--- src/issue_defines.svh ---
// Issue stage widths and opcode field positions
// Shared by the packages and the issue stage RTL

`ifndef ISSUE_DEFINES_SVH
`define ISSUE_DEFINES_SVH

// Datapath and register file sizing
`define XLEN        32
`define REG_IDX_W   5
`define NUM_REGS    32
`define INSTR_BYTES 4

// Register fields inside a 32-bit RISC-V opcode
`define RS1_LSB     15
`define RS2_LSB     20
`define RD_LSB      7

`define RESET_PC    32'h0000_0000

`endif

--- src/fetch_pkg.sv ---
// Fetch side types
// Words, addresses and register indices, plus the fetched and issued forms

`include "issue_defines.svh"

package fetch_pkg;

    typedef logic [`XLEN-1:0]      word_t;
    typedef logic [`XLEN-1:0]      pc_t;
    typedef logic [`REG_IDX_W-1:0] reg_idx_t;

    // One word from the fetch unit with its predecode bits
    typedef struct packed {
        logic  valid;
        word_t instr;
        pc_t   pc;
        logic  is_exec;
        logic  is_load;
        logic  is_branch;
        logic  rd_valid;
    } fetch_word_t;

    // What an execution pipe receives for an issued instruction
    typedef struct packed {
        word_t opcode;
        pc_t   pc;
        word_t ra_operand;
        word_t rb_operand;
    } issue_slot_t;

endpackage

--- src/pipe_pkg.sv ---
// Pipeline side types
// Stage occupancy for E1 and WB, and the per-slot request into a pipe

package pipe_pkg;

    // Contents of one E1 or WB stage
    typedef struct packed {
        logic               wr;
        logic               is_load;
        fetch_pkg::reg_idx_t rd;
        fetch_pkg::word_t    result;
    } stage_t;

    // Sent by the issue control into one pipe
    typedef struct packed {
        logic               valid;
        logic               rd_valid;
        logic               is_load;
        fetch_pkg::reg_idx_t rd;
    } issue_req_t;

endpackage

--- src/pipe_track.sv ---
// Per-pipe stage tracking
// Holds what occupies E1 and WB and captures the ALU or load result

`timescale 1ns/1ps

module pipe_track
(
    input  logic                 clk_i,
    input  logic                 rst_i,
    input  pipe_pkg::issue_req_t issue_i,
    input  fetch_pkg::word_t     alu_result_i,
    input  fetch_pkg::word_t     mem_result_i,
    output pipe_pkg::stage_t     e1_o,
    output pipe_pkg::stage_t     wb_o
);

    pipe_pkg::issue_req_t e1_req_q;
    logic                 wb_wr_q;
    logic                 wb_load_q;
    fetch_pkg::reg_idx_t  wb_rd_q;
    fetch_pkg::word_t     wb_result_q;

    // E1 result comes straight from this pipe's ALU
    assign e1_o = '{wr: e1_req_q.valid && e1_req_q.rd_valid,
                    is_load: e1_req_q.valid && e1_req_q.is_load,
                    rd: e1_req_q.rd, result: alu_result_i};

    // Loads see their data only during WB
    assign wb_o = '{wr: wb_wr_q, is_load: wb_load_q, rd: wb_rd_q,
                    result: wb_load_q ? mem_result_i : wb_result_q};

    always_ff @(posedge clk_i or posedge rst_i)
    begin
        if (rst_i)
        begin
            e1_req_q  <= '0;
            wb_wr_q   <= 1'b0;
            wb_load_q <= 1'b0;
            wb_rd_q   <= '0;
        end
        else
        begin
            e1_req_q  <= issue_i;
            wb_wr_q   <= e1_o.wr;
            wb_load_q <= e1_o.is_load;
            wb_rd_q   <= e1_o.rd;
        end
    end

    always_ff @(posedge clk_i)
        wb_result_q <= e1_o.result;

    a_no_load_waw: assert property (@(posedge clk_i) disable iff (rst_i)
        (e1_o.is_load && issue_i.valid && issue_i.rd_valid) |-> (issue_i.rd != e1_o.rd));

endmodule

--- config.mk ---
export PLATFORM = sky130hd
export DESIGN_NAME = pipe_track
export DESIGN_NICKNAME = d
export VERILOG_FILES = /design/src/fetch_pkg.sv /design/src/pipe_pkg.sv /design/src/pipe_track.sv
export VERILOG_INCLUDE_DIRS = /design/src /design/src/src
export SDC_FILE = /design/constraint.sdc
export NUM_CORES = 1
export LEC_CHECK = 0
export ABC_CLOCK_PERIOD_IN_PS = 2100
export BUFFER_PORTS_ARGS = -buffer_cell sky130_fd_sc_hd__clkbuf_2
export CAP_MARGIN = 40
export CORE_ASPECT_RATIO = 0.5
export CORE_MARGIN = 4
export CORE_UTILIZATION = 43
export CTS_BUF_LIST = sky130_fd_sc_hd__clkbuf_4 sky130_fd_sc_hd__clkbuf_8
export DETAILED_ROUTE_END_ITERATION = 7
export PLACE_DENSITY = 0.95
export SYNTH_ARGS = -nofsm -noshare
export SYNTH_HDL_FRONTEND = slang
export SYNTH_SLANG_ARGS = --single-unit
--- constraint.sdc ---
create_clock -name clk_i -period 2.1 [get_ports clk_i]
set_input_delay 0.105 -clock clk_i [delete_from_list [all_inputs] [get_ports clk_i]]
set_output_delay 0.105 -clock clk_i [all_outputs]
set_load 0.02 [all_outputs]
==> metrics.txt <==
Root Driver clkbuf_8; Max-cap violations 0; Vias/cell 4.05; die footprint 5530 um^2; setup violators final 0; Required @ worst endpoint 2000 ps; Crit path largest cell delay 530 ps; Mapped Nets 199; Rows 16; Fillers 319; area of the multi-input gates 485 um^2; Routed WL 4950 um; Final Hold Viols 0; setup_tns 0 ps; Synth Instances 125; starting density of the core 46.2%; die width 101 um; Yosys cell types 9; Power Internal 1.52 mW; fin. max-slew vios 0; CP Cell Sequence buf_12 -> mux2_2 -> clkbuf_2; WL/cell 14.7 um; Clock Sinks 47; status finished, final reports clean; ANT nets after route 0; synthesis-to-layout area growth 53.4%; IO Port Bufs 151; worst path arrival time 1600 ps; CTS tree built; largest cells by area after synthesis dfxtp_1 34%, mux2_4 24%, dfrtp_1 20%, buf_4 16%, buf_12 3.2%; CTS Buf Count 5; Final Critical Period 1710 ps; Hold Worst Slack 379 ps; skew final 0.854 ps; clk_lat worst skew 290 ps; fin nets 356; maximum operating frequency 586 MHz; Flop pwr share 46.9%; Die Span Y 54.6 um; Slew @ Worst Pin 533 ps; Power per Cell Area 714 nW/um^2; Placeable Area 4040 um^2; Post-CTS Resized 0; CTS clk-pin slew, worst paths 80 ps; Crit path max-delay family flip-flops; net switching power 525 uW; Synth warnings 0; Boundary Pins 152; Max IR drop VDD 0.468 mV; gr usage total 16.9%; Max-slew headroom 64.4%; Max clock buf depth 2; area leader, netlist dfxtp_1; #FFs+latches synth 47; largest net degree at the start of global routing 27; sequential area share after synthesis 54.4%; Yosys top cell area share 34.3%; layout cells sized above 1 67.8%; Antenna Diode Count 0; critical path endpoint category output port; first-pass GRT wire length 6930 um; total grt overflow 0; Remaining DRCs 0; slowest CP cell dfrtp_2; antenna violations before repair 0; Final GP Congestion 0.684; Final period util 81.2%; unrepaired setup endpoints after global routing no; Switching Fraction 25.6%; Buffers & Inverters on Critical Path 2; Logic pwr share 22.7%; via count 1366; Cell Area, Synth 1870 um^2; Iter 0 DRT Violations 15; clock share of power 30.4%; P_leak 1.55 nW; number of global-route vias before repair 1460; Post-CTS Setup Bufs 0; worst setup path class reg2out; Min-Delay Path Class in2async; First-pass DRT Iterations 4; Finished Core Util 70.9%; CP max FO 26; Avg Cell Area, Syn 15.0 um^2; htree depth 2; CTS Hold Bufs 41; CP startpoint kind flop; Sequential Area 1020 um^2
==> state kept, by name (all words and copies together) (netlist names) <==
signal and count:
wb_result_q 32, e1_o 5, wb_load_q 1, wb_wr_q 1
wb_rd_q 5, e1_req_q 3
==> final timing paths <==
path / start / endpoint / slack [ps] / cells past startpoint
worst max-delay path: wb_load_q / wb_o[29] / 390 / 3
worst min-delay path: rst_i / wb_rd_q[0] / 380 / 3
worst max register to register: e1_req_q[7] / wb_wr_q / 1440 / 1
worst min register to register: e1_o[36] / wb_rd_q[4] / 380 / 0
max in group asynchronous: rst_i / wb_load_q / 1330 / 3
min in group clk_i: e1_o[36] / wb_rd_q[4] / 380 / 0
==> cell usage after synthesis <==
cell type / instances
dfxtp_1: 32
inv_1: 1
buf_4: 39
and2_1: 2
mux2_2: 2
dfrtp_1: 15
buf_6: 1
buf_12: 3
mux2_4: 30
==> power by group through the flow <==
| stage | clock (mW) | combinational [mW] | sequential (mW) |
|---|---|---|---|
| 4_1_cts | 0.642 | 0.466 | 0.961 |
| 3_5_place_dp | 0 | 0.404 | 0.981 |
| 6_report | 0.622 | 0.465 | 0.961 |
| 2_1_floorplan | 0 | 0.293 | 0.979 |
| 3_3_place_gp | 0 | 0.396 | 0.978 |
| 5_1_grt | 0.690 | 0.491 | 0.965 |
==> metrics by stage <==
| stage | power, mW | area, um^2 | setup WS, ps | cells |
|---|---|---|---|---|
| after floorplan | 1.27 | 1870 | 1020 | 125 |
| after global placement | 1.37 | 2350 | 731 | 288 |
| after detailed placement | 1.39 | 2350 | 709 | 288 |
| after CTS | 2.07 | 2870 | 388 | 337 |
| after global routing | 2.15 | 2870 | 328 | 337 |
| final | 2.05 | 2870 | 394 | 337 |
==> cells in the final DEF, fill, tap and decap left out <==
cell type      instances
bufinv_16              1
mux2_2                 2
and2_1                 2
clkbuf_8               5
dfrtp_2                1
clkbuf_2             151
mux2_4                30
buf_12                 1
clkinv_2               1
clkinv_1               1
dlygate4sd3_1         41
inv_1                  1
dfrtp_1               14
dfxtp_1               32
==> cells by family (layout without fill, tap and decap cells) <==
| family | after synthesis | count (layout) | share of synthesized area, % |
|---|---|---|---|
| buf+inv | 44 | 202 | 19.7 |
| flops | 47 | 47 | 54.4 |
| mux | 32 | 32 | 25.3 |
| simple gates | 2 | 2 | 0.669 |
==> routing by layer <==
layer / global-route usage, % / vias to the layer above / part of all wire (%)
met4: 5.74 / 0 / 0.89
met3: 3.94 / 4 / 4.3
met2: 37.8 / 37 / 64
li1: - / 681 / -
met1: 15.3 / 644 / 30
met5: 0 / - / 0
==> cell type report <==
cell class,count,area share [%]
Multi-Input combinational cell,34,16.9
Clock buffer,5,2.40
Sequential cell,47,35.5
Tap cell,54,2.36
Clock inverter,3,1.35
Inverter,1,0.131
Timing Repair Buffer,193,41.4
Note: power is estimated with default switching activity, not from simulation.
