===== config.mk =====
export PLATFORM = sky130hd
export DESIGN_NAME = issue_ctrl
export DESIGN_NICKNAME = d
export VERILOG_FILES = /design/src/fetch_pkg.sv /design/src/pipe_pkg.sv /design/src/issue_ctrl.sv
export VERILOG_INCLUDE_DIRS = /design/src /design/src/src
export SDC_FILE = /design/constraint.sdc
export NUM_CORES = 1
export LEC_CHECK = 0
export ABC_CLOCK_PERIOD_IN_PS = 9570
export BUFFER_PORTS_ARGS = -buffer_cell sky130_fd_sc_hd__buf_4
export CAP_MARGIN = 25
export CORE_AREA = 3 3 175 177
export DETAILED_ROUTE_END_ITERATION = 16
export DIE_AREA = 0 0 178 180
export GPL_ROUTABILITY_DRIVEN = 0
export SKIP_LAST_GASP = 1
export SLEW_MARGIN = 25
export SYNTH_ARGS = -nofsm -noshare
export SYNTH_HDL_FRONTEND = slang
export SYNTH_SLANG_ARGS = --single-unit
export TNS_END_PERCENT = 20

===== constraint.sdc =====
create_clock -name clk_i -period 9.57 [get_ports clk_i]
set_input_delay 1.914 -clock clk_i [delete_from_list [all_inputs] [get_ports clk_i]]
set_output_delay 1.914 -clock clk_i [all_outputs]
set_load 0.02 [all_outputs]

===== src/issue_defines.svh =====
// Issue stage widths and opcode field positions
// Shared by the packages and the issue stage RTL

`ifndef ISSUE_DEFINES_SVH
`define ISSUE_DEFINES_SVH

// Datapath and register file sizing
`define XLEN        32
`define REG_IDX_W   5
`define NUM_REGS    32
`define INSTR_BYTES 4

// Register fields inside a 32-bit RISC-V opcode
`define RS1_LSB     15
`define RS2_LSB     20
`define RD_LSB      7

`define RESET_PC    32'h0000_0000

`endif


===== src/fetch_pkg.sv =====
// Fetch side types
// Words, addresses and register indices, plus the fetched and issued forms

`include "issue_defines.svh"

package fetch_pkg;

    typedef logic [`XLEN-1:0]      word_t;
    typedef logic [`XLEN-1:0]      pc_t;
    typedef logic [`REG_IDX_W-1:0] reg_idx_t;

    // One word from the fetch unit with its predecode bits
    typedef struct packed {
        logic  valid;
        word_t instr;
        pc_t   pc;
        logic  is_exec;
        logic  is_load;
        logic  is_branch;
        logic  rd_valid;
    } fetch_word_t;

    // What an execution pipe receives for an issued instruction
    typedef struct packed {
        word_t opcode;
        pc_t   pc;
        word_t ra_operand;
        word_t rb_operand;
    } issue_slot_t;

endpackage


===== src/pipe_pkg.sv =====
// Pipeline side types
// Stage occupancy for E1 and WB, and the per-slot request into a pipe

package pipe_pkg;

    // Contents of one E1 or WB stage
    typedef struct packed {
        logic               wr;
        logic               is_load;
        fetch_pkg::reg_idx_t rd;
        fetch_pkg::word_t    result;
    } stage_t;

    // Sent by the issue control into one pipe
    typedef struct packed {
        logic               valid;
        logic               rd_valid;
        logic               is_load;
        fetch_pkg::reg_idx_t rd;
    } issue_req_t;

endpackage


===== src/issue_ctrl.sv =====
// Issue control for the dual-issue pipeline
// Tracks the expected PC, picks slots A and B from the fetched words,
// applies the pairing rules and the load-use scoreboard

`timescale 1ns/1ps
`include "issue_defines.svh"

module issue_ctrl
(
    input  logic                   clk_i,
    input  logic                   rst_i,
    input  fetch_pkg::fetch_word_t fetch0_i,
    input  fetch_pkg::fetch_word_t fetch1_i,
    input  logic                   redirect_i,
    input  fetch_pkg::pc_t         redirect_target_i,
    input  logic                   lsu_stall_i,
    input  pipe_pkg::stage_t       pipe0_e1_i,
    input  pipe_pkg::stage_t       pipe1_e1_i,
    output logic                   fetch0_accept_o,
    output logic                   fetch1_accept_o,
    output logic                   branch_request_o,
    output fetch_pkg::pc_t         branch_pc_o,
    output fetch_pkg::word_t       slot_a_instr_o,
    output fetch_pkg::pc_t         slot_a_pc_o,
    output fetch_pkg::word_t       slot_b_instr_o,
    output fetch_pkg::pc_t         slot_b_pc_o,
    output pipe_pkg::issue_req_t   slot_a_req_o,
    output pipe_pkg::issue_req_t   slot_b_req_o,
    output fetch_pkg::reg_idx_t    slot_a_ra_o,
    output fetch_pkg::reg_idx_t    slot_a_rb_o,
    output fetch_pkg::reg_idx_t    slot_b_ra_o,
    output fetch_pkg::reg_idx_t    slot_b_rb_o
);

    fetch_pkg::pc_t         pc_q;
    fetch_pkg::fetch_word_t slot_a;
    fetch_pkg::reg_idx_t    a_rd;
    fetch_pkg::reg_idx_t    b_rd;
    logic [`NUM_REGS-1:0]   sb_a;
    logic [`NUM_REGS-1:0]   sb_b;
    logic                   sel0;
    logic                   sel1;
    logic                   block;
    logic                   pair_ok;
    logic                   issue_a;
    logic                   issue_b;

    // ----------------------------------------
    // Slot selection against the expected PC
    // ----------------------------------------
    assign sel0   = fetch0_i.valid && (fetch0_i.pc == pc_q);
    assign sel1   = !sel0 && fetch1_i.valid && (fetch1_i.pc == pc_q);
    assign slot_a = sel0 ? fetch0_i : fetch1_i;
    assign block  = lsu_stall_i || redirect_i;

    assign branch_request_o = !sel0 && !sel1 && (fetch0_i.valid || fetch1_i.valid);
    assign branch_pc_o      = pc_q;

    assign slot_a_ra_o = slot_a.instr[`RS1_LSB +: `REG_IDX_W];
    assign slot_a_rb_o = slot_a.instr[`RS2_LSB +: `REG_IDX_W];
    assign a_rd        = slot_a.instr[`RD_LSB +: `REG_IDX_W];
    assign slot_b_ra_o = fetch1_i.instr[`RS1_LSB +: `REG_IDX_W];
    assign slot_b_rb_o = fetch1_i.instr[`RS2_LSB +: `REG_IDX_W];
    assign b_rd        = fetch1_i.instr[`RD_LSB +: `REG_IDX_W];

    // Slot B can only take an ALU op, branch or load, and one load per cycle
    assign pair_ok = (slot_a.is_exec || slot_a.is_load)
                  && (fetch1_i.is_exec || fetch1_i.is_branch || fetch1_i.is_load)
                  && !(slot_a.is_load && fetch1_i.is_load);

    // ----------------------------------------
    // Load-use scoreboard and issue decision
    // ----------------------------------------
    always_comb
    begin
        sb_a = '0;
        if (pipe0_e1_i.is_load)
            sb_a[pipe0_e1_i.rd] = 1'b1;
        if (pipe1_e1_i.is_load)
            sb_a[pipe1_e1_i.rd] = 1'b1;

        issue_a = !block && (sel0 || sel1)
               && !(sb_a[slot_a_ra_o] || sb_a[slot_a_rb_o] || sb_a[a_rd]);

        // Slot B must also wait on slot A's own result
        sb_b = sb_a;
        if (slot_a.rd_valid && (a_rd != '0))
            sb_b[a_rd] = 1'b1;

        issue_b = issue_a && sel0 && fetch1_i.valid && pair_ok
               && !(sb_b[slot_b_ra_o] || sb_b[slot_b_rb_o] || sb_b[b_rd]);
    end

    // A word skipped over by a fetch1 match is dropped
    assign fetch0_accept_o = (sel0 && issue_a) || (sel1 && !block);
    assign fetch1_accept_o = (sel1 && issue_a) || issue_b;

    assign slot_a_instr_o = slot_a.instr;
    assign slot_a_pc_o    = slot_a.pc;
    assign slot_b_instr_o = fetch1_i.instr;
    assign slot_b_pc_o    = fetch1_i.pc;

    assign slot_a_req_o = '{valid: issue_a, rd_valid: slot_a.rd_valid,
                            is_load: slot_a.is_load, rd: a_rd};
    assign slot_b_req_o = '{valid: issue_b, rd_valid: fetch1_i.rd_valid,
                            is_load: fetch1_i.is_load, rd: b_rd};

    // Expected PC
    always_ff @(posedge clk_i or posedge rst_i)
    begin
        if (rst_i)
            pc_q <= `RESET_PC;
        else if (redirect_i)
            pc_q <= redirect_target_i;
        else if (issue_b)
            pc_q <= pc_q + fetch_pkg::pc_t'(2 * `INSTR_BYTES);
        else if (issue_a)
            pc_q <= pc_q + fetch_pkg::pc_t'(`INSTR_BYTES);
    end

    // Slot B only rides along with slot A, as the word right after it
    a_b_needs_a: assert property (@(posedge clk_i) disable iff (rst_i)
        slot_b_req_o.valid |-> slot_a_req_o.valid
                               && (slot_b_pc_o == slot_a_pc_o + fetch_pkg::pc_t'(`INSTR_BYTES)));

    // A stalled cycle leaves E1 empty and the PC unmoved unless redirected
    a_stall_blocks: assert property (@(posedge clk_i) disable iff (rst_i)
        lsu_stall_i |=> !(pipe0_e1_i.wr || pipe1_e1_i.wr)
                        && (pc_q == ($past(redirect_i) ? $past(redirect_target_i)
                                                       : $past(pc_q))));

endmodule


==> summary.txt <==
STA
  • RSZ-0062 raised after global routing: false
  • Total negative slack: 0 ns
  • Worst Tran Pin Value: between 1 and 1.5 ns
  • Worst Skew: 0.01132 ns
  • Max Clk Rate: 0.1142 GHz
  • Max_slew headroom: 0.2573
  • Final Cycle Share: 0.9146
  • Final setup viols: 0
  • Final hold vios: 0
  • Final min period: 8.753 ns
  • Slew Viols, Final: 0

Worst setup path
  • Critical path capture point type: output pin
  • Reg-to-reg critical path endpoint: branch_pc_o[20]$_DFFE_PP0P_
  • Cells along the critical path: buf_4 > nor2b_1 > nor4_1 > nand3_2 > nor4_4 > buf_12 > nor2_1 > a221oi_1 > a2111oi_0 > o41ai_1 > o22ai_1 > nor4_4 > and2_1 > o21bai_1 > buf_4
  • Reg2reg setup slack: a little over 3 ns
  • Cell family with most CP delay: simple AND/OR/NAND/NOR gates
  • Reg-to-reg critical path startpoint: branch_pc_o[11]$_DFFE_PP0P_
  • Worst-path fanout max: a little under 80
  • Kind of critical path: in2out
  • Buf+Inv Stages, Crit Path: 3
  • Critical path data arrival time: approximately 6.8 ns
  • CP max stage cell: nor4_1
  • Reg2Reg Depth: 15
  • Crit-path max cell delay: roughly 0.7 ns
  • Critical Path Source Type: input port
  • CP required: between 7 and 8 ns

Detailed routing
  • Antenna Nets Post-Route: 0
  • DRT iter0 DRCs: 1632
  • Vias per cell: roughly 6.1
  • Routed WL per cell: between 20 and 25 µm
  • DRT Pass-1 Iters: 6
  • WL final: 46870 µm
  • Vias: between 10k and 15k
  • # DRC: 0

Floorplan
  • Die H: approximately 180 µm
  • Starting Density: 0.2937
  • FP Rows: 63
  • Core Region: just under 30000 µm²
  • IO Count: 451
  • Die X-Extent: 178 µm
  • Die ar.: around 32000 µm²

Hold path
  • Hold path endpoint: branch_pc_o[1]$_DFFE_PP0P_
  • Hold Path Depth: 1
  • Worst hold path class: reg2reg
  • Worst Min Path Start: branch_pc_o[1]$_DFFE_PP0P_

Logic synthesis
  • Syn nets: between 1.5k and 2k
  • Synth warn: 0
  • Cells after Synth: 1283
  • Post-synth EDFFs: 0
  • Cell taking the most area after synthesis: nand2_1
  • FF+latch count, synth: 32
  • Synth Flop Type: dfrtp_1
  • Avg Cell Area, Syn: around 6.7 µm²
  • Top-area cell type share of the netlist area: 0.09346
  • Async SR Flop Fraction: 1.000
  • Top cells by area, synth: nand2_1, dfrtp_1, buf_4
  • Sequential area share after synthesis: 0.09274
  • Post-Syn Area: ~8600 µm²
  • Synth cell types: 84

Layout
  • Max reg flops: 32
  • Synth-to-Final Area Change: 29.59%
  • Layout cells sized above 1: 0.3116
  • N_diodes: 0
  • Register area: 800.8 µm²
  • Fillers: 3144
  • Layout Nets: about 1.8k
  • Multi-input logic area: roughly 6700 µm²

Power and ir drop
  • Max VDD drop: just over 0.00008 V
  • Total power: between 800 and 900 µW
  • Pwr Density: between 70 and 80 nW/µm²
  • LEAKAGE: 4.646 nW

Placement
  • Port Buffer Count: roughly 380
  • DP HPWL: approximately 37000 µm

GRT
  • Antenna violations before repair: 0
  • Total gr overflow: 0
  • First-pass GRT wire length: 68760 µm
  • Vias in the first global route: about 11k
  • Largest net degree at the start of global routing: a little under 80
  • Total GRT Usage: 0.2774

Clock network
  • Clock sinks: 32
  • CTS clock-pin slew for the worst setup and hold paths: approximately 0.060 ns
  • Setup Fix Bufs, Post-CTS: 0
  • Clock Latency Late Sink: 0.29 ns
  • CTS Buffer Depth: 2
  • H-tree depth: 2
  • CTS buffer count: 5
  • Root buf cell: clkbuf_16
  • Cts hold-fix bufs: 0
  • Post-CTS Resized: 0
  • CTS tree: done

Run status
  • Status: completed

Run
  • Max-Cap Viols: 0
## cell usage in the layout (no fill, tap or decap), types with 11 or more instances in the layout
cell and count:
o211ai_1 20, or3_1 11, a2111oi_0 11, nand2b_1 24, and3_1 13, a31oi_1 19, nand3_1 32, mux2i_1 35
a21oi_1 23, nand2_1 215, nor3_1 37, o22ai_1 23, o31ai_1 13, a211oi_1 22, nand4_1 35, buf_4 389
nor4_1 37, xor2_1 58, inv_1 29, nor2b_1 18, dfrtp_1 32, o2111ai_1 11, nor2_1 97, xnor2_1 21
o21ai_0 74, mux2_2 22, o22a_1 17
## layout make-up
class                   count  area share
well taps                 390     0.04361
clock buffers               5     0.01118
inverters                  34     0.01141
clock inverters             3    0.001677
multi-input cells        1037      0.5960
repair buffers            391      0.2646
flip-flops and latches     32     0.07156
## worst reg2reg max path, stage by stage (launching register included)
cell	delay (ns)
dfrtp_1	0.52
nor2b_1	0.21
nor4_1	0.71
nand3_2	0.46
nor4_4	0.43
buf_12	0.37
nor2_1	0.17
a221oi_1	0.51
a2111oi_0	0.21
o41ai_1	0.41
o22ai_1	0.17
nor4_4	0.67
mux2i_1	0.89
nand4_1	0.22
xnor2_1	0.19
mux2_2	0.27
## worst max-delay path by stage
stage / startpoint / to / slack, ns / cells past startpoint
2_1_floorplan: fetch0_i[24] / fetch1_accept_o / 2.36 / 14
3_3_place_gp: fetch0_i[24] / fetch1_accept_o / 0.85 / 15
3_5_place_dp: fetch0_i[24] / fetch1_accept_o / 0.90 / 15
4_1_cts: fetch0_i[24] / fetch1_accept_o / 0.88 / 15
5_1_grt: fetch0_i[24] / fetch1_accept_o / 0.52 / 15
6_report: fetch0_i[24] / fetch1_accept_o / 0.82 / 15
## logic make-up (layout without fill, tap and decap cells)
| family | Yosys count | count (layout) | synth area share |
|---|---|---|---|
| xor+xnor | 79 | 79 | 0.08013 |
| simple gates | 582 | 582 | 0.3420 |
| mux | 62 | 62 | 0.08231 |
| buf+inv | 214 | 433 | 0.1381 |
| flops | 32 | 32 | 0.09274 |
| fa+ha+maj | 2 | 2 | 0.002898 |
| compound gates | 312 | 312 | 0.2618 |
## power by group
| part | internal [mW] | total [mW] | switching [mW] |
|---|---|---|---|
| sequential | 0.147 | 0.181 | 0.0338 |
| clock | 0.0959 | 0.161 | 0.0654 |
| combinational | 0.192 | 0.476 | 0.285 |
## layer usage
layer / part of all wire / global-route usage / vias up
met4: 0.053 / 0.1266 / 0
met5: 0 / 0 / -
met3: 0.12 / 0.06316 / 177
met1: 0.37 / 0.3476 / 5322
met2: 0.46 / 0.4496 / 954
li1: - / - / 5115
## stage by stage
| step | setup WS [ns] | std cells | area, µm² | hold slack (ns) | utilization |
|---|---|---|---|---|---|
| detailed placement | 0.8976 | 1884 | 11040 | 0.6186 | 0.3754 |
| floorplan | 2.356 | 1283 | 8635 | 0.7042 | - |
| global placement | 0.8544 | 1884 | 11020 | 0.6053 | 0.3750 |
| finish | 0.8170 | 1892 | 11190 | 0.6246 | 0.3806 |
| global route | 0.5248 | 1892 | 11190 | 0.6681 | 0.3806 |
| CTS | 0.8767 | 1892 | 11180 | 0.6281 | 0.3803 |
## cells in the mapped netlist, drive strengths merged (6+ instances only)
library cell    n
a2111oi        12
a211oi         22
a21oi          24
a31oi          19
and3           13
and4            6
buf           117
clkbuf         63
dfrtp          32
inv            32
mux2           22
mux2i          35
nand2         215
nand2b         24
nand3          33
nand4          37
nand4b          6
nor2           98
nor2b          18
nor3           37
nor4           43
o2111ai        11
o211ai         20
o21ai          76
o221ai          9
o22a           17
o22ai          24
o31ai          13
o41ai           7
or2            11
or3            11
xnor2          21
xor2           58
Note: power is estimated with default switching activity, not from simulation.
