$ cat src/issue_defines.svh
// Issue stage widths and opcode field positions
// Shared by the packages and the issue stage RTL

`ifndef ISSUE_DEFINES_SVH
`define ISSUE_DEFINES_SVH

// Datapath and register file sizing
`define XLEN        32
`define REG_IDX_W   5
`define NUM_REGS    32
`define INSTR_BYTES 4

// Register fields inside a 32-bit RISC-V opcode
`define RS1_LSB     15
`define RS2_LSB     20
`define RD_LSB      7

`define RESET_PC    32'h0000_0000

`endif

$ cat src/fetch_pkg.sv
// Fetch side types
// Words, addresses and register indices, plus the fetched and issued forms

`include "issue_defines.svh"

package fetch_pkg;

    typedef logic [`XLEN-1:0]      word_t;
    typedef logic [`XLEN-1:0]      pc_t;
    typedef logic [`REG_IDX_W-1:0] reg_idx_t;

    // One word from the fetch unit with its predecode bits
    typedef struct packed {
        logic  valid;
        word_t instr;
        pc_t   pc;
        logic  is_exec;
        logic  is_load;
        logic  is_branch;
        logic  rd_valid;
    } fetch_word_t;

    // What an execution pipe receives for an issued instruction
    typedef struct packed {
        word_t opcode;
        pc_t   pc;
        word_t ra_operand;
        word_t rb_operand;
    } issue_slot_t;

endpackage

$ cat src/pipe_pkg.sv
// Pipeline side types
// Stage occupancy for E1 and WB, and the per-slot request into a pipe

package pipe_pkg;

    // Contents of one E1 or WB stage
    typedef struct packed {
        logic               wr;
        logic               is_load;
        fetch_pkg::reg_idx_t rd;
        fetch_pkg::word_t    result;
    } stage_t;

    // Sent by the issue control into one pipe
    typedef struct packed {
        logic               valid;
        logic               rd_valid;
        logic               is_load;
        fetch_pkg::reg_idx_t rd;
    } issue_req_t;

endpackage

$ cat src/operand_bypass.sv
// Operand forwarding for one issue slot
// Picks the newest in-flight value for each source register

`timescale 1ns/1ps

module operand_bypass
(
    input  fetch_pkg::reg_idx_t    ra_i,
    input  fetch_pkg::reg_idx_t    rb_i,
    input  fetch_pkg::word_t       ra_file_i,
    input  fetch_pkg::word_t       rb_file_i,
    input  pipe_pkg::stage_t       pipe0_e1_i,
    input  pipe_pkg::stage_t       pipe1_e1_i,
    input  pipe_pkg::stage_t       pipe0_wb_i,
    input  pipe_pkg::stage_t       pipe1_wb_i,
    output fetch_pkg::word_t [1:0] operands_o
);

    // Later checks are younger writers and win
    function automatic fetch_pkg::word_t pick(fetch_pkg::reg_idx_t idx,
                                              fetch_pkg::word_t file_val);
        fetch_pkg::word_t val;
        val = file_val;
        if (pipe0_wb_i.wr && (pipe0_wb_i.rd == idx))
            val = pipe0_wb_i.result;
        if (pipe1_wb_i.wr && (pipe1_wb_i.rd == idx))
            val = pipe1_wb_i.result;
        if (pipe0_e1_i.wr && (pipe0_e1_i.rd == idx))
            val = pipe0_e1_i.result;
        if (pipe1_e1_i.wr && (pipe1_e1_i.rd == idx))
            val = pipe1_e1_i.result;
        // x0 is hardwired
        if (idx == '0)
            val = '0;
        return val;
    endfunction

    // Index 1 carries ra and index 0 carries rb, matching issue_slot_t
    always_comb
    begin
        operands_o[1] = pick(ra_i, ra_file_i);
        operands_o[0] = pick(rb_i, rb_file_i);
    end

endmodule

$ cat config.mk
export PLATFORM = sky130hd
export DESIGN_NAME = operand_bypass
export DESIGN_NICKNAME = d
export VERILOG_FILES = /design/src/fetch_pkg.sv /design/src/pipe_pkg.sv /design/src/operand_bypass.sv
export VERILOG_INCLUDE_DIRS = /design/src /design/src/src
export SDC_FILE = /design/constraint.sdc
export NUM_CORES = 1
export LEC_CHECK = 0
export BUFFER_PORTS_ARGS = -buffer_cell sky130_fd_sc_hd__buf_2
export CAP_MARGIN = 20
export CORE_AREA = 3 3 114 116
export DETAILED_ROUTE_END_ITERATION = 6
export DIE_AREA = 0 0 117 119
export PLACE_DENSITY = 0.69
export SLEW_MARGIN = 20
export SYNTH_ARGS = -nofsm -noshare
export SYNTH_HDL_FRONTEND = slang
export SYNTH_SLANG_ARGS = --single-unit
export TNS_END_PERCENT = 5
$ cat constraint.sdc
create_clock -name vclk -period 5.6
set_input_delay 1.68 -clock vclk [all_inputs]
set_output_delay 1.68 -clock vclk [all_outputs]
set_load 0.005 [all_outputs]
==> metrics.txt, run 1 <==
Post-route DRC=0; Core Box Area=12010 um^2; Reg power frac=0%; Die Span X=117 um; seq_cells=0; startpoint types=input pin; chip height=119 um; PnR worst setup slack=34.53 ps; Cells after DPL=1044; post-synth cell types=32; Port Buffer Count=290; Switching Share=58.20%; WL/cell=24.06 um; Max Slew Vio Count=0; Req. time, crit path=3920 ps; status=completed; area share of the largest cell type after synthesis=13.41%; RSZ-0062 raised after global routing=false; sequential cell area=0 um^2; Crit Path Max Fanout=32; P_int=0.0001920 W; RD Place Congestion=0.9189; syn_area_per_cell=6.314 um^2; VDD IR max=0.04536 mV; clock power share=0%; CLK BUF=0; Initial Util=35.11%; Post-Layout Cell Count=1046; Final Critical Period=5565 ps; Fin. Hold Viols=0; Overall Global Routing Usage=33.05%; die area=13920 um^2; Total Routed Length=25.17 mm; largest cells by area after synthesis=nand3_1 13%, o221ai_1 13%, o31a_1 13%; Rel. slew slack=18.91%; maximum clock frequency=179.7 MHz; total number of vias=7133; max_cap viols=0; # hold bufs at CTS=0; FP Rows=40; commonest non-fill, non-tap cell in the layout=buf_2; Synth Net Count=898; leakage=2.408 nW; initial DRC count=1406; first-pass GRT wire length=36.85 mm; via/cell ratio=6.819; Arr. time, crit path=3890 ps; worst slack at placement=129.7 ps; Area Overhead vs Synth=37.76%; initial antenna violation count=1; Setup Fix Bufs, Post-CTS=0; Hold WS=3760 ps; Setup violations, final=0; worst-margin pin slew=1212 ps; GR Overflow Total=0; yosys warns=0; vias in the first global route=6586; worst min path class=in -> out; fin nets=1130; share of layout cells above drive strength 1=38.53%; setup TNS=0 ps; fin util=48.38%; cell taking the most area after synthesis=nand3_1; dpl hpwl=18.07 mm; Comb power frac=100.0%; I/O pins=294; Cell Area, Synth=4218 um^2; largest net degree at the start of global routing=47; commonest non-fill, non-tap cells in the layout=290 x buf_2, 111 x nand3_1, 66 x o22ai_1; post-synthesis cell count=668; Cell Pwr Density=79.05 nW/um^2; TritonRoute pass-1 iters=6; Seq/Total Area, Yosys=0%; Psw=0.0002673 W; post-cts resize count=0; crit path kind=in -> out; crit share post-route=99.38%; DRT antenna net count=0; Crit. End Element=primary output
final timing paths:
check / start / end / slack, ps / cells after the start
min: rb_file_i[21] / operands_o[21] / 3760 / 4
max: rb_i[0] / operands_o[0] / 30 / 7
routing by layer:
metal,routed length (um),vias to the layer above,GRT usage [%],share of wire (%)
met5,0,-,0,0
met4,876,0,8.530,3.5
met3,3189,119,4.827,13
met2,11420,716,53.24,45
met1,9682,3179,45.73,38
li1,-,3119,-,-
cells by family (layout without fill, tap and decap cells):
kind of cell | count (synthesis) | after routing | share of synthesized area, %
buffers and inverters | 101 | 331 | 10.80
AOI/OAI and AO/OA | 260 | 260 | 48.24
xor gates and xnor gates | 40 | 40 | 8.484
other | 0 | 1 | 0
and+or+nand+nor | 267 | 267 | 32.48
Yosys cell counts (2+ instances only):
library cell / number
buf_2: 31
o221ai_1: 64
and2_1: 5
xor2_1: 21
buf_4: 2
nand3_1: 113
or4_1: 2
nor3_2: 2
buf_1: 2
nand2_1: 35
nand2b_1: 32
buf_6: 4
xnor2_1: 18
a211oi_1: 62
clkbuf_1: 62
nor2_1: 46
nor2_2: 2
a21oi_1: 2
nor4_4: 2
o31a_1: 64
o22ai_1: 66
nand2_2: 2
and3_1: 19
nand4_1: 2
worst max-delay path, cell delays in order:
cell,delay (ps)
buf_2,200
xor2_1,190
nor3_2,90
a41oi_4,910
o221ai_1,310
o22ai_1,310
buf_2,160
layout make-up:
cell class | count | area, um^2
fillers | 1289 | 6201
well taps | 147 | 183.9
multi-input cells | 567 | 3822
diodes | 1 | 2.502
repair buffers | 331 | 1802
power groups by stage:
stage               Combinational, W        Clock (W)  Sequential, W
floorplan                   0.000222                0              0
global placement            0.000444                0              0
detailed placement          0.000445                0              0
CTS                         0.000447                0              0
global route                0.000487  0.0000000000240              0
finish                      0.000459  0.0000000000240              0
through the flow:
stage	area (um^2)	total power, W
after floorplan	4218	0.0002219
after global placement	5783	0.0004444
after detailed placement	5783	0.0004453
after CTS	5783	0.0004469
after global routing	5811	0.0004866
final	5811	0.0004593
(Power assumes the default switching activity.)
==> run 2, diff against run 1 <==
BUFFER_PORTS_ARGS = -buffer_cell sky130_fd_sc_hd__buf_4   (was -buffer_cell sky130_fd_sc_hd__buf_2)
SETUP_SLACK_MARGIN = 0.15   (was default)
==> metrics.txt, run 2 (synthesized netlist as in run 1, its figures left out) <==
status=completed; Cells after DPL=1042 (-0.19%); die area=13920 um^2 (unchanged); Hold Path Stages=4 (unchanged); share of layout cells above drive strength 1=38.46% (-0.069 points); Post-Layout Cell Count=1044 (-0.19%); Max Slew Vio Count=0 (unchanged); commonest non-fill, non-tap cells in the layout=327 x buf_4, 111 x nand3_1, 66 x o22ai_1; post-cts resize count=0 (unchanged); GR Overflow Total=0 (unchanged); initial DRC count=1299 (-7.6%); I/O pins=294 (unchanged); FP Rows=40 (unchanged); chip height=119 um (unchanged); Top Metal Used=met4; # diodes=0 (-1); sequential cell area=0 um^2 (unchanged); via/cell ratio=6.765 (-0.79%); worst min path class=in -> out; VDD IR max=0.05721 mV (+26%); commonest non-fill, non-tap cell in the layout=buf_4; Overall Global Routing Usage=33.61% (+0.56 points); Crit. End Element=primary output; TritonRoute pass-1 iters=6 (unchanged); initial antenna violation count=0 (-1); Req. time, crit path=3920 ps (about the same); first-pass GRT wire length=38.02 mm (+3.2%); WL/cell=24.61 um (+2.3%); Initial Util=35.11% (unchanged); total number of vias=7063 (-0.98%); leakage=2.651 nW (+10%); met1 WL=9.942 mm (+2.7%); CLK BUF=0 (unchanged); Arr. time, crit path=3920 ps (+30 ps); Total Routed Length=25.70 mm (+2.1%); Setup crit start=rb_i[0]; Post-route DRC=0 (unchanged); metal3 WL=3.358 mm (+5.3%); maximum clock frequency=178.7 MHz (-0.57%); setup TNS=0 ps (unchanged); Crit Path Max Fanout=16 (-50%); largest net degree at the start of global routing=47 (unchanged); # hold bufs at CTS=0 (unchanged); Rel. slew slack=16.24% (-2.7 points); Area Overhead vs Synth=54.64%; Setup violations, final=0 (unchanged); Cell Pwr Density=81.11 nW/um^2 (+2.6%); fin nets=1129 (-0.088%); worst-margin pin slew=1256 ps (+43.99 ps); PnR worst setup slack=2.624 ps (-31.90 ps); Fin. Hold Viols=0 (unchanged); Critical Path Sink=operands_o[18]; RSZ-0062 raised after global routing=true; Setup Fix Bufs, Post-CTS=0 (unchanged); Final Critical Period=5597 ps (+31.90 ps); dpl hpwl=18.28 mm (+1.2%); DRT antenna net count=0 (unchanged); worst slack at placement=172.8 ps (+43.02 ps); crit path kind=in -> out; startpoint types=input pin; max_cap viols=0 (unchanged); metal2 WL=11.46 mm (+0.34%); crit share post-route=99.95% (+0.57 points); Port Buffer Count=290 (unchanged); Core Box Area=12010 um^2 (unchanged); seq_cells=0 (unchanged); vias in the first global route=6778 (+2.9%); Die Span X=117 um (unchanged); RD Place Congestion=0.9152 (-0.40%)
run 2: changes by cell type in the layout (fill, tap and decap cells not counted):
| cell | change |
|---|---|
| a41oi_2 | +1 |
| buf_4 | +289 |
| diode_2 | -1 |
| buf_2 | -290 |
| buf_12 | -1 |
run 2: worst max-delay path: stages:
cell and delay (ps):
buf_4 150, xor2_1 180, nor3_2 120, a41oi_2 1030, o221ai_1 340, o22ai_1 270, buf_4 140
run 2: power by group:
group / internal [W] / switching [W] / leakage, nW / total (W)
logic: 0.000259 / 0.000270 / 2.65 / 0.000529
registers: 0 / 0 / 0 / 0
clock network: 0 / 0 / 0 / 0
total: 0.000259 / 0.000270 / 2.65 / 0.000529
run 2: worst min path at each step:
stage	from	to	slack (ps)
CTS	ra_file_i[7]	operands_o[39]	3770
global route	rb_file_i[21]	operands_o[21]	3800
detailed placement	ra_file_i[7]	operands_o[39]	3770
floorplan	ra_file_i[12]	operands_o[44]	3550
global placement	rb_file_i[7]	operands_o[7]	3780
finish	ra_file_i[7]	operands_o[39]	3770
run 2: per-layer routing:
| layer | up-vias | GRT usage (%) |
|---|---|---|
| met3 | 78 | 6.301 |
| met4 | 0 | 8.817 |
| li1 | 3110 | - |
| met1 | 3207 | 45.98 |
| met5 | - | 0 |
| met2 | 668 | 53.70 |
run 2: metrics by stage:
stage	area, um^2	util [%]	hold WS [ps]	power (W)
after global placement	6481	53.96	3777	0.0005118
after detailed placement	6481	53.96	3773	0.0005121
after floorplan	4218	-	3546	0.0002219
after global routing	6523	54.30	3799	0.0005611
final	6523	54.30	3769	0.0005290
after CTS	6481	53.96	3773	0.0005146
run 2: layout make-up:
type / count / area, um^2
Multi-Input combinational cell: 568 / 3839
Tap cell: 147 / 183.9
Timing Repair Buffer: 329 / 2500
Fill cell: 1230 / 5489
==> run 3, diff against run 2 <==
CORE_AREA = 5 5 110 112   (was 3 3 114 116)
DIE_AREA = 0 0 115 117   (was 0 0 117 119)
PLACE_DENSITY = 0.76   (was 0.69)
==> metrics.txt, run 3 (synthesized netlist as in run 1, its figures left out) <==
status=completed; die area=13460 um^2 (-3.4%); Crit Path Max Fanout=16 (unchanged); Cells after DPL=1037 (-0.48%); startpoint types=input pin; initial DRC count=1321 (+1.7%); Fin. Hold Viols=0 (unchanged); Final Critical Period=5360 ps (-237.8 ps); crit path kind=in -> out; commonest non-fill, non-tap cells in the layout=324 x buf_4, 111 x nand3_1, 66 x o22ai_1; # hold bufs at CTS=0 (unchanged); Die Span X=115 um (-1.7%); sequential cell area=0 um^2 (unchanged); Overall Global Routing Usage=35.90% (+2.3 points); RD Place Congestion=0.9790 (+7.0%); cell at the slowest stage of the critical path=a41oi_4; PnR worst setup slack=240.4 ps (+237.8 ps); post-cts resize count=0 (unchanged); CP top delay family=compound AO/OA/AOI/OAI gates; Rel. slew slack=43.58% (+27 points); Core Box Area=11130 um^2 (-7.4%); Post-route DRC=0 (unchanged); chip height=117 um (-1.7%); fin nets=1128 (-0.089%); Buf+Inv Stages, Crit Path=2 (unchanged); Critical Path Max Stage Delay=750 ps (-280 ps); DRT antenna net count=0 (unchanged); dpl hpwl=18.13 mm (-0.85%); I/O pins=294 (unchanged); worst-margin pin slew=843.5 ps (-413.0 ps); first-pass GRT wire length=38.41 mm (+1.0%); initial antenna violation count=0 (unchanged); vias in the first global route=6835 (+0.84%); Setup Fix Bufs, Post-CTS=0 (unchanged); number of fill cells=1104 (-10%); setup TNS=0 ps (unchanged); share of layout cells above drive strength 1=38.62% (+0.15 points); fin util=58.93% (+4.6 points); largest net degree at the start of global routing=42 (-11%); # diodes=0 (unchanged); Max Slew Vio Count=0 (unchanged); Setup crit start=ra_i[3]; worst min path class=in -> out; seq_cells=0 (unchanged); via/cell ratio=6.830 (+0.95%); max_cap viols=0 (unchanged); FP Rows=39 (-2.5%); Req. time, crit path=3920 ps (about the same); maximum clock frequency=186.6 MHz (+4.4%); Post-Layout Cell Count=1039 (-0.48%); commonest non-fill, non-tap cell in the layout=buf_4; worst path cell trace=buf_4 -> xor2_1 -> nor3_2 -> a41oi_4 -> o221ai_1 -> o22ai_1 -> buf_4; Hold Startpoint=ra_file_i[2]; Cell Pwr Density=81.27 nW/um^2 (+0.21%); WL/cell=25.17 um (+2.3%); CLK BUF=0 (unchanged); TritonRoute pass-1 iters=7 (+1); crit-path most repeated cell=buf_4; Total Routed Length=26.16 mm (+1.8%); VDD IR max=0.04515 mV (-21%); leakage=2.653 nW (about the same); worst slack at placement=154.0 ps (-18.79 ps); RSZ-0062 raised after global routing=false; crit share post-route=95.71% (-4.2 points); Arr. time, crit path=3680 ps (-240 ps); GR Overflow Total=0 (unchanged); Hold WS=3762 ps (-7.460 ps); Port Buffer Count=290 (unchanged); Initial Util=37.91% (+2.8 points); Crit. End Element=primary output; Setup violations, final=0 (unchanged); total number of vias=7096 (+0.47%); Area Overhead vs Synth=55.44%
-- run 3: per-stage QoR --
stage,power [W],instance area [um^2]
after floorplan,0.0002219,4218
after global placement,0.0005117,6501
after detailed placement,0.0005136,6501
after CTS,0.0005185,6518
after global routing,0.0005627,6556
final,0.0005328,6556
-- run 3: worst paths after layout --
path,endpoint,slack [ps],depth (start not counted)
max,operands_o[62],240,7
min,operands_o[34],3760,4
-- run 3: power by group --
group	internal, W	switching, W
clock	0	0
combinational	0.000261	0.000272
sequential	0	0
-- run 3: area by class of cell --
cell class	count	area [um^2]	share of cell area [%]
Tap cell	143	178.9	2.729
Timing Repair Buffer	328	2520	38.44
Multi-Input combinational cell	568	3857	58.84
-- run 3: layer usage --
layer | track usage [%] | part of all wire, % | wire, um
met1 | 44.89 | 36 | 9336
met2 | 59.49 | 46 | 12140
met5 | 0 | 0 | 0
met4 | 13.54 | 3.8 | 1000
met3 | 9.152 | 14 | 3680
